$ cat config.mk
export PLATFORM = sky130hd
export DESIGN_NAME = cluster_periph_top
export DESIGN_NICKNAME = d
export VERILOG_FILES = /design/src/source/cluster_periph_pkg.sv /design/src/source/cluster_periph_top.sv /design/src/source/event_unit.sv /design/src/source/cluster_timer.sv /design/src/source/cluster_ctrl_unit.sv /design/src/source/periph_bus_demux.sv
export SDC_FILE = /design/constraint.sdc
export NUM_CORES = 1
export LEC_CHECK = 0
export ABC_AREA = 1
export BUFFER_PORTS_ARGS = -buffer_cell sky130_fd_sc_hd__buf_2
export CAP_MARGIN = 20
export CORE_ASPECT_RATIO = 0.75
export CORE_MARGIN = 5
export CORE_UTILIZATION = 50
export CTS_BUF_LIST = sky130_fd_sc_hd__clkbuf_16
export CTS_CLUSTER_SIZE = 8
export DETAILED_ROUTE_END_ITERATION = 16
export GPL_TIMING_DRIVEN = 0
export PLACE_DENSITY = 0.77
export SLEW_MARGIN = 20
export SYNTH_ARGS = -nofsm -noshare
export SYNTH_HDL_FRONTEND = slang
export SYNTH_SLANG_ARGS = --single-unit
$ cat constraint.sdc
create_clock -name clk_i -period 1.86 [get_ports clk_i]
set_clock_uncertainty 0.15 [all_clocks]
set_input_delay 0.279 -clock clk_i [delete_from_list [all_inputs] [get_ports clk_i]]
set_output_delay 0.279 -clock clk_i [all_outputs]
set_load 0.02 [all_outputs]
$ cat src/source/cluster_periph_pkg.sv
//******************************
// Cluster peripheral constants
//******************************

`default_nettype none

package cluster_periph_pkg;

  // Cluster size and bus widths
  localparam int unsigned NB_CORES      = 4;
  localparam int unsigned DATA_WIDTH    = 32;
  localparam int unsigned ID_WIDTH      = NB_CORES + 1;

  // Address map, the unit sits in bits 11:10 and the word index in bits 9:2
  localparam int unsigned UNIT_SEL_LSB  = 10;
  localparam int unsigned REG_IDX_WIDTH = 8;

  typedef enum logic [1:0] {
    UNIT_CTRL  = 2'd0,
    UNIT_TIMER = 2'd1,
    UNIT_EVENT = 2'd2,
    UNIT_NONE  = 2'd3
  } unit_sel_e;

  // Control unit, boot address of core i at CTRL_BOOT_ADDR + i
  typedef enum logic [7:0] {
    CTRL_EOC       = 8'd0,
    CTRL_FETCH_EN  = 8'd2,
    CTRL_BOOT_ADDR = 8'd16
  } ctrl_reg_e;

  localparam logic [31:0] BOOT_ADDR_RESET = 32'h1C00_0000;

  typedef enum logic [7:0] {
    TIMER_CFG   = 8'd0,
    TIMER_COUNT = 8'd1,
    TIMER_CMP   = 8'd2
  } timer_reg_e;

  // Event unit offsets within the 4-word block of each core
  typedef enum logic [1:0] {
    EU_MASK         = 2'd0,
    EU_BUFFER       = 2'd1,
    EU_BUFFER_CLEAR = 2'd2
  } eu_reg_e;

  // Event lines and interrupt numbering
  localparam int unsigned NB_EVENTS    = 4;
  localparam int unsigned EVT_MBOX     = 0;
  localparam int unsigned EVT_TIMER    = 1;
  localparam int unsigned EVT_DMA      = 2;
  localparam int unsigned EVT_DMA_IRQ  = 3;
  localparam int unsigned IRQ_ID_WIDTH = 5;
  localparam int unsigned IRQ_ID_BASE  = 16;

endpackage

`default_nettype wire
$ cat src/source/cluster_periph_top.sv
//******************************
// Cluster peripherals
//******************************

`timescale 1ns/10ps
`default_nettype none

module cluster_periph_top
  import cluster_periph_pkg::*;
(
  input  logic                                     clk_i,
  input  logic                                     arst_n_i,

  // Peripheral bus
  input  logic                                     req_i,
  input  logic [DATA_WIDTH-1:0]                    add_i,
  input  logic                                     wen_i,
  input  logic [DATA_WIDTH-1:0]                    wdata_i,
  input  logic [ID_WIDTH-1:0]                      id_i,
  output logic                                     gnt_o,
  output logic                                     r_valid_o,
  output logic [DATA_WIDTH-1:0]                    r_rdata_o,
  output logic                                     r_opc_o,
  output logic [ID_WIDTH-1:0]                      r_id_o,

  // Event sources
  input  logic                                     mbox_irq_i,
  input  logic [NB_CORES-1:0]                      dma_event_i,
  input  logic [NB_CORES-1:0]                      dma_irq_i,

  // Core control
  output logic                                     eoc_o,
  output logic [NB_CORES-1:0]                      fetch_enable_o,
  output logic [NB_CORES-1:0][DATA_WIDTH-1:0]      boot_addr_o,

  // Core interrupts
  output logic [NB_CORES-1:0]                      irq_req_o,
  output logic [NB_CORES-1:0][IRQ_ID_WIDTH-1:0]    irq_id_o,
  input  logic [NB_CORES-1:0]                      irq_ack_i,
  input  logic [NB_CORES-1:0][IRQ_ID_WIDTH-1:0]    irq_ack_id_i
);

  logic                     ctrl_req;
  logic                     timer_req;
  logic                     eu_req;
  logic                     unit_write;
  logic [REG_IDX_WIDTH-1:0] unit_reg_idx;
  logic [DATA_WIDTH-1:0]    unit_wdata;
  logic [DATA_WIDTH-1:0]    ctrl_rdata;
  logic [DATA_WIDTH-1:0]    timer_rdata;
  logic [DATA_WIDTH-1:0]    eu_rdata;
  logic                     ctrl_bad_reg;
  logic                     timer_bad_reg;
  logic                     eu_bad_reg;
  logic                     timer_event;

  //******************************
  // Bus demultiplexer
  //******************************
  periph_bus_demux periph_bus_demux_i (
    .clk_i           ( clk_i         ),
    .arst_n_i        ( arst_n_i      ),
    .req_i           ( req_i         ),
    .add_i           ( add_i         ),
    .wen_i           ( wen_i         ),
    .wdata_i         ( wdata_i       ),
    .id_i            ( id_i          ),
    .gnt_o           ( gnt_o         ),
    .r_valid_o       ( r_valid_o     ),
    .r_rdata_o       ( r_rdata_o     ),
    .r_opc_o         ( r_opc_o       ),
    .r_id_o          ( r_id_o        ),
    .ctrl_req_o      ( ctrl_req      ),
    .timer_req_o     ( timer_req     ),
    .eu_req_o        ( eu_req        ),
    .write_o         ( unit_write    ),
    .reg_idx_o       ( unit_reg_idx  ),
    .wdata_o         ( unit_wdata    ),
    .ctrl_rdata_i    ( ctrl_rdata    ),
    .ctrl_bad_reg_i  ( ctrl_bad_reg  ),
    .timer_rdata_i   ( timer_rdata   ),
    .timer_bad_reg_i ( timer_bad_reg ),
    .eu_rdata_i      ( eu_rdata      ),
    .eu_bad_reg_i    ( eu_bad_reg    )
  );

  //******************************
  // Control unit
  //******************************
  cluster_ctrl_unit cluster_ctrl_unit_i (
    .clk_i          ( clk_i          ),
    .arst_n_i       ( arst_n_i       ),
    .req_i          ( ctrl_req       ),
    .write_i        ( unit_write     ),
    .reg_idx_i      ( unit_reg_idx   ),
    .wdata_i        ( unit_wdata     ),
    .rdata_o        ( ctrl_rdata     ),
    .bad_reg_o      ( ctrl_bad_reg   ),
    .eoc_o          ( eoc_o          ),
    .fetch_enable_o ( fetch_enable_o ),
    .boot_addr_o    ( boot_addr_o    )
  );

  //******************************
  // Timer
  //******************************
  cluster_timer cluster_timer_i (
    .clk_i     ( clk_i         ),
    .arst_n_i  ( arst_n_i      ),
    .req_i     ( timer_req     ),
    .write_i   ( unit_write    ),
    .reg_idx_i ( unit_reg_idx  ),
    .wdata_i   ( unit_wdata    ),
    .rdata_o   ( timer_rdata   ),
    .bad_reg_o ( timer_bad_reg ),
    .event_o   ( timer_event   )
  );

  //******************************
  // Event unit
  //******************************
  event_unit event_unit_i (
    .clk_i         ( clk_i        ),
    .arst_n_i      ( arst_n_i     ),
    .req_i         ( eu_req       ),
    .write_i       ( unit_write   ),
    .reg_idx_i     ( unit_reg_idx ),
    .wdata_i       ( unit_wdata   ),
    .mbox_irq_i    ( mbox_irq_i   ),
    .timer_event_i ( timer_event  ),
    .dma_event_i   ( dma_event_i  ),
    .dma_irq_i     ( dma_irq_i    ),
    .irq_ack_i     ( irq_ack_i    ),
    .irq_ack_id_i  ( irq_ack_id_i ),
    .rdata_o       ( eu_rdata     ),
    .bad_reg_o     ( eu_bad_reg   ),
    .irq_req_o     ( irq_req_o    ),
    .irq_id_o      ( irq_id_o     )
  );

endmodule

`default_nettype wire

$ cat src/source/event_unit.sv
//******************************
// Event unit
//******************************

`timescale 1ns/10ps
`default_nettype none

module event_unit
  import cluster_periph_pkg::*;
(
  input  logic                                  clk_i,
  input  logic                                  arst_n_i,
  input  logic                                  req_i,
  input  logic                                  write_i,
  input  logic [REG_IDX_WIDTH-1:0]              reg_idx_i,
  input  logic [DATA_WIDTH-1:0]                 wdata_i,
  input  logic                                  mbox_irq_i,
  input  logic                                  timer_event_i,
  input  logic [NB_CORES-1:0]                   dma_event_i,
  input  logic [NB_CORES-1:0]                   dma_irq_i,
  input  logic [NB_CORES-1:0]                   irq_ack_i,
  input  logic [NB_CORES-1:0][IRQ_ID_WIDTH-1:0] irq_ack_id_i,
  output logic [DATA_WIDTH-1:0]                 rdata_o,
  output logic                                  bad_reg_o,
  output logic [NB_CORES-1:0]                   irq_req_o,
  output logic [NB_CORES-1:0][IRQ_ID_WIDTH-1:0] irq_id_o
);

  logic [NB_EVENTS-1:0]       mask_q [NB_CORES];
  logic [NB_EVENTS-1:0]       buf_q  [NB_CORES];
  logic [REG_IDX_WIDTH-3:0]   core_sel;
  eu_reg_e                    reg_off;

  // Word index splits into core number and register offset
  assign core_sel = reg_idx_i[REG_IDX_WIDTH-1:2];
  assign reg_off  = eu_reg_e'(reg_idx_i[1:0]);

  always_comb begin
    rdata_o   = '0;
    bad_reg_o = 1'b1;
    for (int i = 0; i < NB_CORES; i++) begin
      if (core_sel == (REG_IDX_WIDTH-2)'(i)) begin
        case (reg_off)
          EU_MASK: begin
            rdata_o   = DATA_WIDTH'(mask_q[i]);
            bad_reg_o = 1'b0;
          end
          EU_BUFFER: begin
            rdata_o   = DATA_WIDTH'(buf_q[i]);
            bad_reg_o = 1'b0;
          end
          // Clear register is write-only and reads as zero
          EU_BUFFER_CLEAR: bad_reg_o = 1'b0;
          default:         bad_reg_o = 1'b1;
        endcase
      end
    end
  end

  //******************************
  // Per-core event logic
  //******************************
  for (genvar i = 0; i < NB_CORES; i++) begin : gen_core
    logic [NB_EVENTS-1:0]    evt_in;
    logic [NB_EVENTS-1:0]    ack_clr;
    logic [NB_EVENTS-1:0]    sw_clr;
    logic [NB_EVENTS-1:0]    pending;
    logic [IRQ_ID_WIDTH-1:0] lowest;
    logic                    core_wr;

    assign evt_in[EVT_MBOX]    = mbox_irq_i;
    assign evt_in[EVT_TIMER]   = timer_event_i;
    assign evt_in[EVT_DMA]     = dma_event_i[i];
    assign evt_in[EVT_DMA_IRQ] = dma_irq_i[i];

    assign core_wr = req_i && write_i && (core_sel == (REG_IDX_WIDTH-2)'(i));
    assign sw_clr  = (core_wr && reg_off == EU_BUFFER_CLEAR) ? wdata_i[NB_EVENTS-1:0] : '0;

    // Acknowledged id back to its buffer bit
    always_comb begin
      ack_clr = '0;
      for (int k = 0; k < NB_EVENTS; k++) begin
        if (irq_ack_i[i] && irq_ack_id_i[i] == IRQ_ID_WIDTH'(IRQ_ID_BASE + k)) begin
          ack_clr[k] = 1'b1;
        end
      end
    end

    always_ff @(posedge clk_i or negedge arst_n_i) begin
      if (!arst_n_i) begin
        mask_q[i] <= '0;
        buf_q[i]  <= '0;
      end else begin
        if (core_wr && reg_off == EU_MASK) begin
          mask_q[i] <= wdata_i[NB_EVENTS-1:0];
        end
        // A new event beats a clear at the same edge
        buf_q[i] <= (buf_q[i] & ~ack_clr & ~sw_clr) | evt_in;
      end
    end

    assign pending = buf_q[i] & mask_q[i];

    // Lowest pending bit has priority
    always_comb begin
      lowest = '0;
      for (int k = NB_EVENTS - 1; k >= 0; k--) begin
        if (pending[k]) begin
          lowest = IRQ_ID_WIDTH'(k);
        end
      end
    end

    assign irq_req_o[i] = |pending;
    assign irq_id_o[i]  = IRQ_ID_WIDTH'(IRQ_ID_BASE) + lowest;
  end

endmodule

`default_nettype wire

$ cat src/source/cluster_timer.sv
//******************************
// Cluster timer
//******************************

`timescale 1ns/10ps
`default_nettype none

module cluster_timer
  import cluster_periph_pkg::*;
(
  input  logic                     clk_i,
  input  logic                     arst_n_i,
  input  logic                     req_i,
  input  logic                     write_i,
  input  logic [REG_IDX_WIDTH-1:0] reg_idx_i,
  input  logic [DATA_WIDTH-1:0]    wdata_i,
  output logic [DATA_WIDTH-1:0]    rdata_o,
  output logic                     bad_reg_o,
  output logic                     event_o
);

  logic                  enable_q;
  logic [DATA_WIDTH-1:0] count_q;
  logic [DATA_WIDTH-1:0] cmp_q;
  logic                  event_q;
  logic                  wr_en;
  logic                  match;

  assign wr_en = req_i && write_i;
  // Compare only while running
  assign match = enable_q && (count_q == cmp_q);

  always_comb begin
    rdata_o   = '0;
    bad_reg_o = 1'b0;
    case (reg_idx_i)
      TIMER_CFG:   rdata_o = DATA_WIDTH'(enable_q);
      TIMER_COUNT: rdata_o = count_q;
      TIMER_CMP:   rdata_o = cmp_q;
      default:     bad_reg_o = 1'b1;
    endcase
  end

  always_ff @(posedge clk_i or negedge arst_n_i) begin
    if (!arst_n_i) begin
      enable_q <= 1'b0;
      count_q  <= '0;
      cmp_q    <= '0;
      event_q  <= 1'b0;
    end else begin
      event_q <= match;
      if (wr_en && (reg_idx_i == TIMER_CFG)) begin
        enable_q <= wdata_i[0];
      end
      if (wr_en && (reg_idx_i == TIMER_CMP)) begin
        cmp_q <= wdata_i;
      end
      // A software load wins over the reload and the increment
      if (wr_en && (reg_idx_i == TIMER_COUNT)) begin
        count_q <= wdata_i;
      end else if (match) begin
        count_q <= '0;
      end else if (enable_q) begin
        count_q <= count_q + 1'b1;
      end
    end
  end

  assign event_o = event_q;

endmodule

`default_nettype wire

$ cat src/source/cluster_ctrl_unit.sv
//******************************
// Cluster control unit
//******************************

`timescale 1ns/10ps
`default_nettype none

module cluster_ctrl_unit
  import cluster_periph_pkg::*;
(
  input  logic                                clk_i,
  input  logic                                arst_n_i,
  input  logic                                req_i,
  input  logic                                write_i,
  input  logic [REG_IDX_WIDTH-1:0]            reg_idx_i,
  input  logic [DATA_WIDTH-1:0]               wdata_i,
  output logic [DATA_WIDTH-1:0]               rdata_o,
  output logic                                bad_reg_o,
  output logic                                eoc_o,
  output logic [NB_CORES-1:0]                 fetch_enable_o,
  output logic [NB_CORES-1:0][DATA_WIDTH-1:0] boot_addr_o
);

  logic                                eoc_q;
  logic [NB_CORES-1:0]                 fetch_en_q;
  logic [NB_CORES-1:0][DATA_WIDTH-1:0] boot_addr_q;

  // Register read mux, boot addresses follow CTRL_BOOT_ADDR
  always_comb begin
    rdata_o   = '0;
    bad_reg_o = 1'b0;
    case (reg_idx_i)
      CTRL_EOC:      rdata_o = DATA_WIDTH'(eoc_q);
      CTRL_FETCH_EN: rdata_o = DATA_WIDTH'(fetch_en_q);
      default: begin
        bad_reg_o = 1'b1;
        for (int i = 0; i < NB_CORES; i++) begin
          if (reg_idx_i == REG_IDX_WIDTH'(CTRL_BOOT_ADDR) + REG_IDX_WIDTH'(i)) begin
            rdata_o   = boot_addr_q[i];
            bad_reg_o = 1'b0;
          end
        end
      end
    endcase
  end

  always_ff @(posedge clk_i or negedge arst_n_i) begin
    if (!arst_n_i) begin
      eoc_q       <= 1'b0;
      fetch_en_q  <= '0;
      boot_addr_q <= {NB_CORES{BOOT_ADDR_RESET}};
    end else if (req_i && write_i) begin
      case (reg_idx_i)
        CTRL_EOC:      eoc_q      <= wdata_i[0];
        CTRL_FETCH_EN: fetch_en_q <= wdata_i[NB_CORES-1:0];
        default: begin
          for (int i = 0; i < NB_CORES; i++) begin
            if (reg_idx_i == REG_IDX_WIDTH'(CTRL_BOOT_ADDR) + REG_IDX_WIDTH'(i)) begin
              boot_addr_q[i] <= wdata_i;
            end
          end
        end
      endcase
    end
  end

  assign eoc_o          = eoc_q;
  assign fetch_enable_o = fetch_en_q;
  assign boot_addr_o    = boot_addr_q;

endmodule

`default_nettype wire

$ cat src/source/periph_bus_demux.sv
//******************************
// Peripheral bus demultiplexer
//******************************

`timescale 1ns/10ps
`default_nettype none

module periph_bus_demux
  import cluster_periph_pkg::*;
(
  input  logic                     clk_i,
  input  logic                     arst_n_i,

  input  logic                     req_i,
  input  logic [DATA_WIDTH-1:0]    add_i,
  input  logic                     wen_i,
  input  logic [DATA_WIDTH-1:0]    wdata_i,
  input  logic [ID_WIDTH-1:0]      id_i,
  output logic                     gnt_o,
  output logic                     r_valid_o,
  output logic [DATA_WIDTH-1:0]    r_rdata_o,
  output logic                     r_opc_o,
  output logic [ID_WIDTH-1:0]      r_id_o,

  output logic                     ctrl_req_o,
  output logic                     timer_req_o,
  output logic                     eu_req_o,
  output logic                     write_o,
  output logic [REG_IDX_WIDTH-1:0] reg_idx_o,
  output logic [DATA_WIDTH-1:0]    wdata_o,
  input  logic [DATA_WIDTH-1:0]    ctrl_rdata_i,
  input  logic                     ctrl_bad_reg_i,
  input  logic [DATA_WIDTH-1:0]    timer_rdata_i,
  input  logic                     timer_bad_reg_i,
  input  logic [DATA_WIDTH-1:0]    eu_rdata_i,
  input  logic                     eu_bad_reg_i
);

  unit_sel_e             unit_sel;
  logic [DATA_WIDTH-1:0] sel_rdata;
  logic                  sel_err;

  // No back-pressure, every request is granted at once
  assign gnt_o     = req_i;
  assign unit_sel  = unit_sel_e'(add_i[UNIT_SEL_LSB +: 2]);
  assign reg_idx_o = add_i[2 +: REG_IDX_WIDTH];
  assign write_o   = ~wen_i;
  assign wdata_o   = wdata_i;

  assign ctrl_req_o  = req_i && (unit_sel == UNIT_CTRL);
  assign timer_req_o = req_i && (unit_sel == UNIT_TIMER);
  assign eu_req_o    = req_i && (unit_sel == UNIT_EVENT);

  // Pick the unit's answer in the grant cycle
  always_comb begin
    sel_rdata = '0;
    sel_err   = 1'b1;
    case (unit_sel)
      UNIT_CTRL: begin
        sel_rdata = ctrl_rdata_i;
        sel_err   = ctrl_bad_reg_i;
      end
      UNIT_TIMER: begin
        sel_rdata = timer_rdata_i;
        sel_err   = timer_bad_reg_i;
      end
      UNIT_EVENT: begin
        sel_rdata = eu_rdata_i;
        sel_err   = eu_bad_reg_i;
      end
      default: begin
        sel_err = 1'b1;
      end
    endcase
    // Writes and errors answer with zero data
    if (sel_err || !wen_i) begin
      sel_rdata = '0;
    end
  end

  //******************************
  // Response stage
  //******************************
  always_ff @(posedge clk_i or negedge arst_n_i) begin
    if (!arst_n_i) begin
      r_valid_o <= 1'b0;
    end else begin
      r_valid_o <= req_i;
    end
  end

  always_ff @(posedge clk_i) begin
    if (req_i) begin
      r_rdata_o <= sel_rdata;
      r_opc_o   <= sel_err;
      r_id_o    <= id_i;
    end
  end

endmodule

`default_nettype wire

==> results by group <==
Clock tree
  • Deepest level of the CTS H-tree: 2
  • TritonCTS Sinks: 270
  • Cell chosen for the clock root: sky130_fd_sc_hd__clkbuf_16
  • Clock-pin slew on the worst setup and hold paths: 0.06 ns
  • CTS tree: done
  • Maximum buffer depth of the clock tree: 3
  • CTS buffer count: 39
  • Clock Latency Late Sink: about 0.55 ns

Routing
  • Total number of vias: 15,900
  • Aggregate routed wire length: between 60,000 and 70,000 um
  • Via density per instance: about 5.7
  • Drt first-iter violations: 2,039
  • Per-cell routed wire length: 21.7 um
  • Detailed Routing Iterations Pass 1: 5
  • DRC viols: 0
  • Antenna viol nets, final: 0

Yosys
  • Fraction of registers with async set/reset: 0.859
  • Top FF cell, synth: sky130_fd_sc_hd__dfrtp_1
  • Flops & latches, synth: 270
  • Mean post-synth cell area: 7.54 sq um
  • Syn Inst Count: between 1,500 and 2,000
  • Synth warnings: 0
  • Sequential fraction of the synthesis area: 0.476
  • Number of distinct standard cells referenced by the synthesized netlist: 46
  • Number of enable-type register cells in the synthesized netlist: 38
  • Netlist Area Pre-Place: between 10,000 and 15,000 sq um

Pwr
  • Switching Power: 5160 uW
  • Internal Pwr Total: ~11,000 uW
  • Part of the total power dissipated in sequential elements: 0.414
  • Logic pwr share: 0.184
  • Power density over the cells: 849 nW/um^2
  • Highest ir drop seen on vdd: ~740 uV
  • Static power due to leakage: ~0.0096 uW
  • Share of total power consumed by net switching: 0.315
  • Relative contribution of the clock network to total power: 0.402
  • Overall power of the completed layout: approximately 16,000 uW

Timing
  • Tightest slew margin relative to the limit: 0.476
  • Number of setup violations in the final report: 35
  • Max Clk Rate: ~0.52 GHz
  • Fin worst setup slack: -0.0711 ns
  • RSZ-0062 raised after global routing: true
  • Pin slew with the least headroom to its limit: 0.787 ns
  • Hold slack final: around 0.017 ns
  • Final worst-path cycle share: 1.04
  • Number of hold violations in the final report: 0
  • Minimum clock period after layout: 1.93 ns
  • Number of max-slew violations in the final report: 0

Placed design
  • Final GP Congestion: ~0.98
  • Total half-perimeter wirelength after legalization and detailed placement: between 40,000 and 50,000 um
  • Count of input and output buffers: 268

Global route
  • GRT Resource Usage Total: 0.354
  • Pin count of the biggest net entering global routing: roughly 90
  • Total congestion overflow: 0
  • Wire length of the first global-routing pass: ~90,000 um
  • Number of global-route vias before repair: between 15,000 and 20,000
  • Initial antenna violation count: 0

Worst setup path
  • Setup Crit Path Kind: reg -> reg
  • Data required time of the critical path: 2.14 ns
  • Startpoint class of the critical path: register
  • Arrival @ worst endpoint: roughly 2.2 ns
  • Critical-path maximum fanout: 5
  • Kind of capture point of the worst setup path: register

Finish
  • Number of antenna diodes: 0
  • Share of post-route cells with drive strength above 1: 0.278
  • Final core occ: 0.665
  • Area delta synth->final: 31.7%
  • Most common cell after layout, fill and taps aside: sky130_fd_sc_hd__nand2_1
  • Number of nets in the layout: 2,467
  • Most frequent cells in the layout: sky130_fd_sc_hd__nand2_1 (556), sky130_fd_sc_hd__buf_2 (286), sky130_fd_sc_hd__dfrtp_1 (204)

Die
  • Starting Density: 0.505
  • Floorplan core area: between 20,000 and 30,000 sq um
  • Die ar.: 32,800 sq um
  • Horizontal die dimension: around 210 um
  • Number of placed I/O pins: 303
  • Die outline height: 158 um
  • Standard-cell row count: 54

Flow run
  • Max-cap violations: 0

Run status
  • Status: finished, violations left
  • Violated checks: setup timing

Hold path
  • Kind of path behind the tightest hold check: in -> reg
==> per-stage QoR <==
stage | setup WS, ns | TNS, ns | instance area [sq um] | cells
2_1_floorplan | 0.0407 | 0 | 14700 | 1952
3_3_place_gp | -3.86 | -1048.81 | 16500 | 2612
3_5_place_dp | -1.07 | -196.34 | 16600 | 2614
4_1_cts | -0.0843 | -0.442 | 18700 | 2749
5_1_grt | -0.158 | -4.04 | 19300 | 2773
6_report | -0.0711 | -1.14 | 19300 | 2773
==> cells in the mapped netlist, types with 2 or more instances <==
cell / number / share of area
sky130_fd_sc_hd__or2_2: 8 / 0.0034
sky130_fd_sc_hd__nand2_4: 6 / 0.0046
sky130_fd_sc_hd__nand3_2: 4 / 0.0027
sky130_fd_sc_hd__o21ai_0: 106 / 0.036
sky130_fd_sc_hd__nand2_2: 5 / 0.0021
sky130_fd_sc_hd__nand2_1: 577 / 0.15
sky130_fd_sc_hd__nor3_1: 13 / 0.0044
sky130_fd_sc_hd__nand3_1: 140 / 0.048
sky130_fd_sc_hd__dfrtp_1: 220 / 0.38
sky130_fd_sc_hd__o21bai_1: 10 / 0.0051
sky130_fd_sc_hd__o211ai_1: 2 / 0.0010
sky130_fd_sc_hd__or2_1: 9 / 0.0038
sky130_fd_sc_hd__o221ai_1: 7 / 0.0042
sky130_fd_sc_hd__buf_6: 6 / 0.0046
sky130_fd_sc_hd__a21oi_1: 101 / 0.035
sky130_fd_sc_hd__conb_1: 2 / 0.00051
sky130_fd_sc_hd__edfxtp_1: 38 / 0.078
sky130_fd_sc_hd__nor2_2: 3 / 0.0013
sky130_fd_sc_hd__o22ai_1: 33 / 0.014
sky130_fd_sc_hd__a31oi_1: 2 / 0.00085
sky130_fd_sc_hd__inv_2: 20 / 0.0051
sky130_fd_sc_hd__and2_1: 6 / 0.0026
sky130_fd_sc_hd__a21boi_0: 5 / 0.0026
sky130_fd_sc_hd__nand4_1: 16 / 0.0068
sky130_fd_sc_hd__xnor2_1: 4 / 0.0024
sky130_fd_sc_hd__clkbuf_1: 33 / 0.0085
sky130_fd_sc_hd__buf_2: 41 / 0.014
sky130_fd_sc_hd__nor3_2: 3 / 0.0021
sky130_fd_sc_hd__nor2_1: 142 / 0.036
sky130_fd_sc_hd__inv_1: 180 / 0.046
sky130_fd_sc_hd__xor2_1: 15 / 0.0090
sky130_fd_sc_hd__nor2_4: 6 / 0.0046
sky130_fd_sc_hd__nand3b_1: 8 / 0.0041
sky130_fd_sc_hd__o21ai_1: 129 / 0.044
sky130_fd_sc_hd__dfstp_2: 12 / 0.022
sky130_fd_sc_hd__buf_4: 20 / 0.010
==> final cells by class <==
type                    instances  area, sq um
clock inverters                23          124
inverters                     202          773
clock buffers                  39          976
well taps                     392          490
repair buffers                369         2380
fillers                      2495         9710
plain buffers                  99          613
multi-input cells            1379         6930
flip-flops and latches        270         6980
==> sequential cells by signal (all words and copies together) (netlist names), 4 cells and up <==
register                            flops
event_unit_i.mask_q                    16
periph_bus_demux_i.r_rdata_o           32
cluster_timer_i.count_q                32
cluster_ctrl_unit_i.boot_addr_o       128
event_unit_i.buf_q                     16
periph_bus_demux_i.r_id_o               5
cluster_timer_i.cmp_q                  32
cluster_ctrl_unit_i.fetch_enable_o      4
==> layer usage <==
layer  up-vias  share of wire  track usage
met5         -              0            0
met4         0          0.024       0.0953
met3       111           0.13        0.108
met2      1021           0.43        0.518
met1      7604           0.42        0.516
li1       7131              -            -
==> power by group through the flow <==
stage / Clock (uW) / Sequential, uW / Combinational, uW
4_1_cts: 6570 / 6730 / 2670
5_1_grt: 6860 / 6790 / 3270
3_5_place_dp: 0 / 6790 / 2370
2_1_floorplan: 0 / 6700 / 1450
6_report: 6580 / 6770 / 3020
3_3_place_gp: 0 / 6790 / 2320
==> logic make-up (layout without fill, tap and decap cells) <==
| logic type | Yosys count | after routing | share of synthesized area |
|---|---|---|---|
| compound gates | 398 | 398 | 0.145 |
| xor+xnor | 19 | 19 | 0.0114 |
| fa+ha+maj | 1 | 1 | 0.000855 |
| buf+inv | 303 | 732 | 0.0897 |
| flops | 270 | 270 | 0.476 |
| other cells | 2 | 12 | 0.000513 |
| simple gates | 949 | 949 | 0.277 |
==> worst max-delay path, cell delays in order, from the launching register on <==
cell,delay (ns)
sky130_fd_sc_hd__dfrtp_2,0.42
sky130_fd_sc_hd__clkinvlp_4,0.19
sky130_fd_sc_hd__nand2_2,0.13
sky130_fd_sc_hd__nand2_2,0.05
sky130_fd_sc_hd__inv_2,0.04
sky130_fd_sc_hd__nand2_1,0.04
sky130_fd_sc_hd__nor2_1,0.11
sky130_fd_sc_hd__nand2_1,0.09
sky130_fd_sc_hd__nor2_4,0.15
sky130_fd_sc_hd__nand3_4,0.13
sky130_fd_sc_hd__buf_8,0.18
sky130_fd_sc_hd__nand3_2,0.06
sky130_fd_sc_hd__a21oi_2,0.06
==> final timing paths <==
check,slack (ns),to,start,cells after the start
hold / removal,0.02,event_unit_i.buf_q[13]$_DFF_PN0_,irq_ack_i[0],4
setup / recovery,-0.07,cluster_timer_i.count_q[3]$_DFFE_PN0P_,cluster_timer_i.count_q[13]$_DFFE_PN0P_,12
max in group asynchronous,0.59,cluster_timer_i.count_q[11]$_DFFE_PN0P_,arst_n_i,3
setup reg to reg,-0.07,cluster_timer_i.count_q[3]$_DFFE_PN0P_,cluster_timer_i.count_q[13]$_DFFE_PN0P_,12
min in group asynchronous,0.10,cluster_ctrl_unit_i.boot_addr_o[34]$_DFFE_PN0P_,arst_n_i,2
hold reg to reg,0.34,cluster_ctrl_unit_i.boot_addr_o[123]$_DFFE_PN1P_,cluster_ctrl_unit_i.boot_addr_o[123]$_DFFE_PN1P_,2
==> repair_timing <==
item | 4_1_cts | 5_1_grt
pin swaps | 20 | 24
setup buffers | 24 | 24
hold buffers | 50 | 0
setup endpoints to repair | 196 | 82
resized for setup | 107 | 131
gates cloned | 1 | 0
endpoints found under the hold margin | 265 | 0
Power figures use the tool's default switching activity.
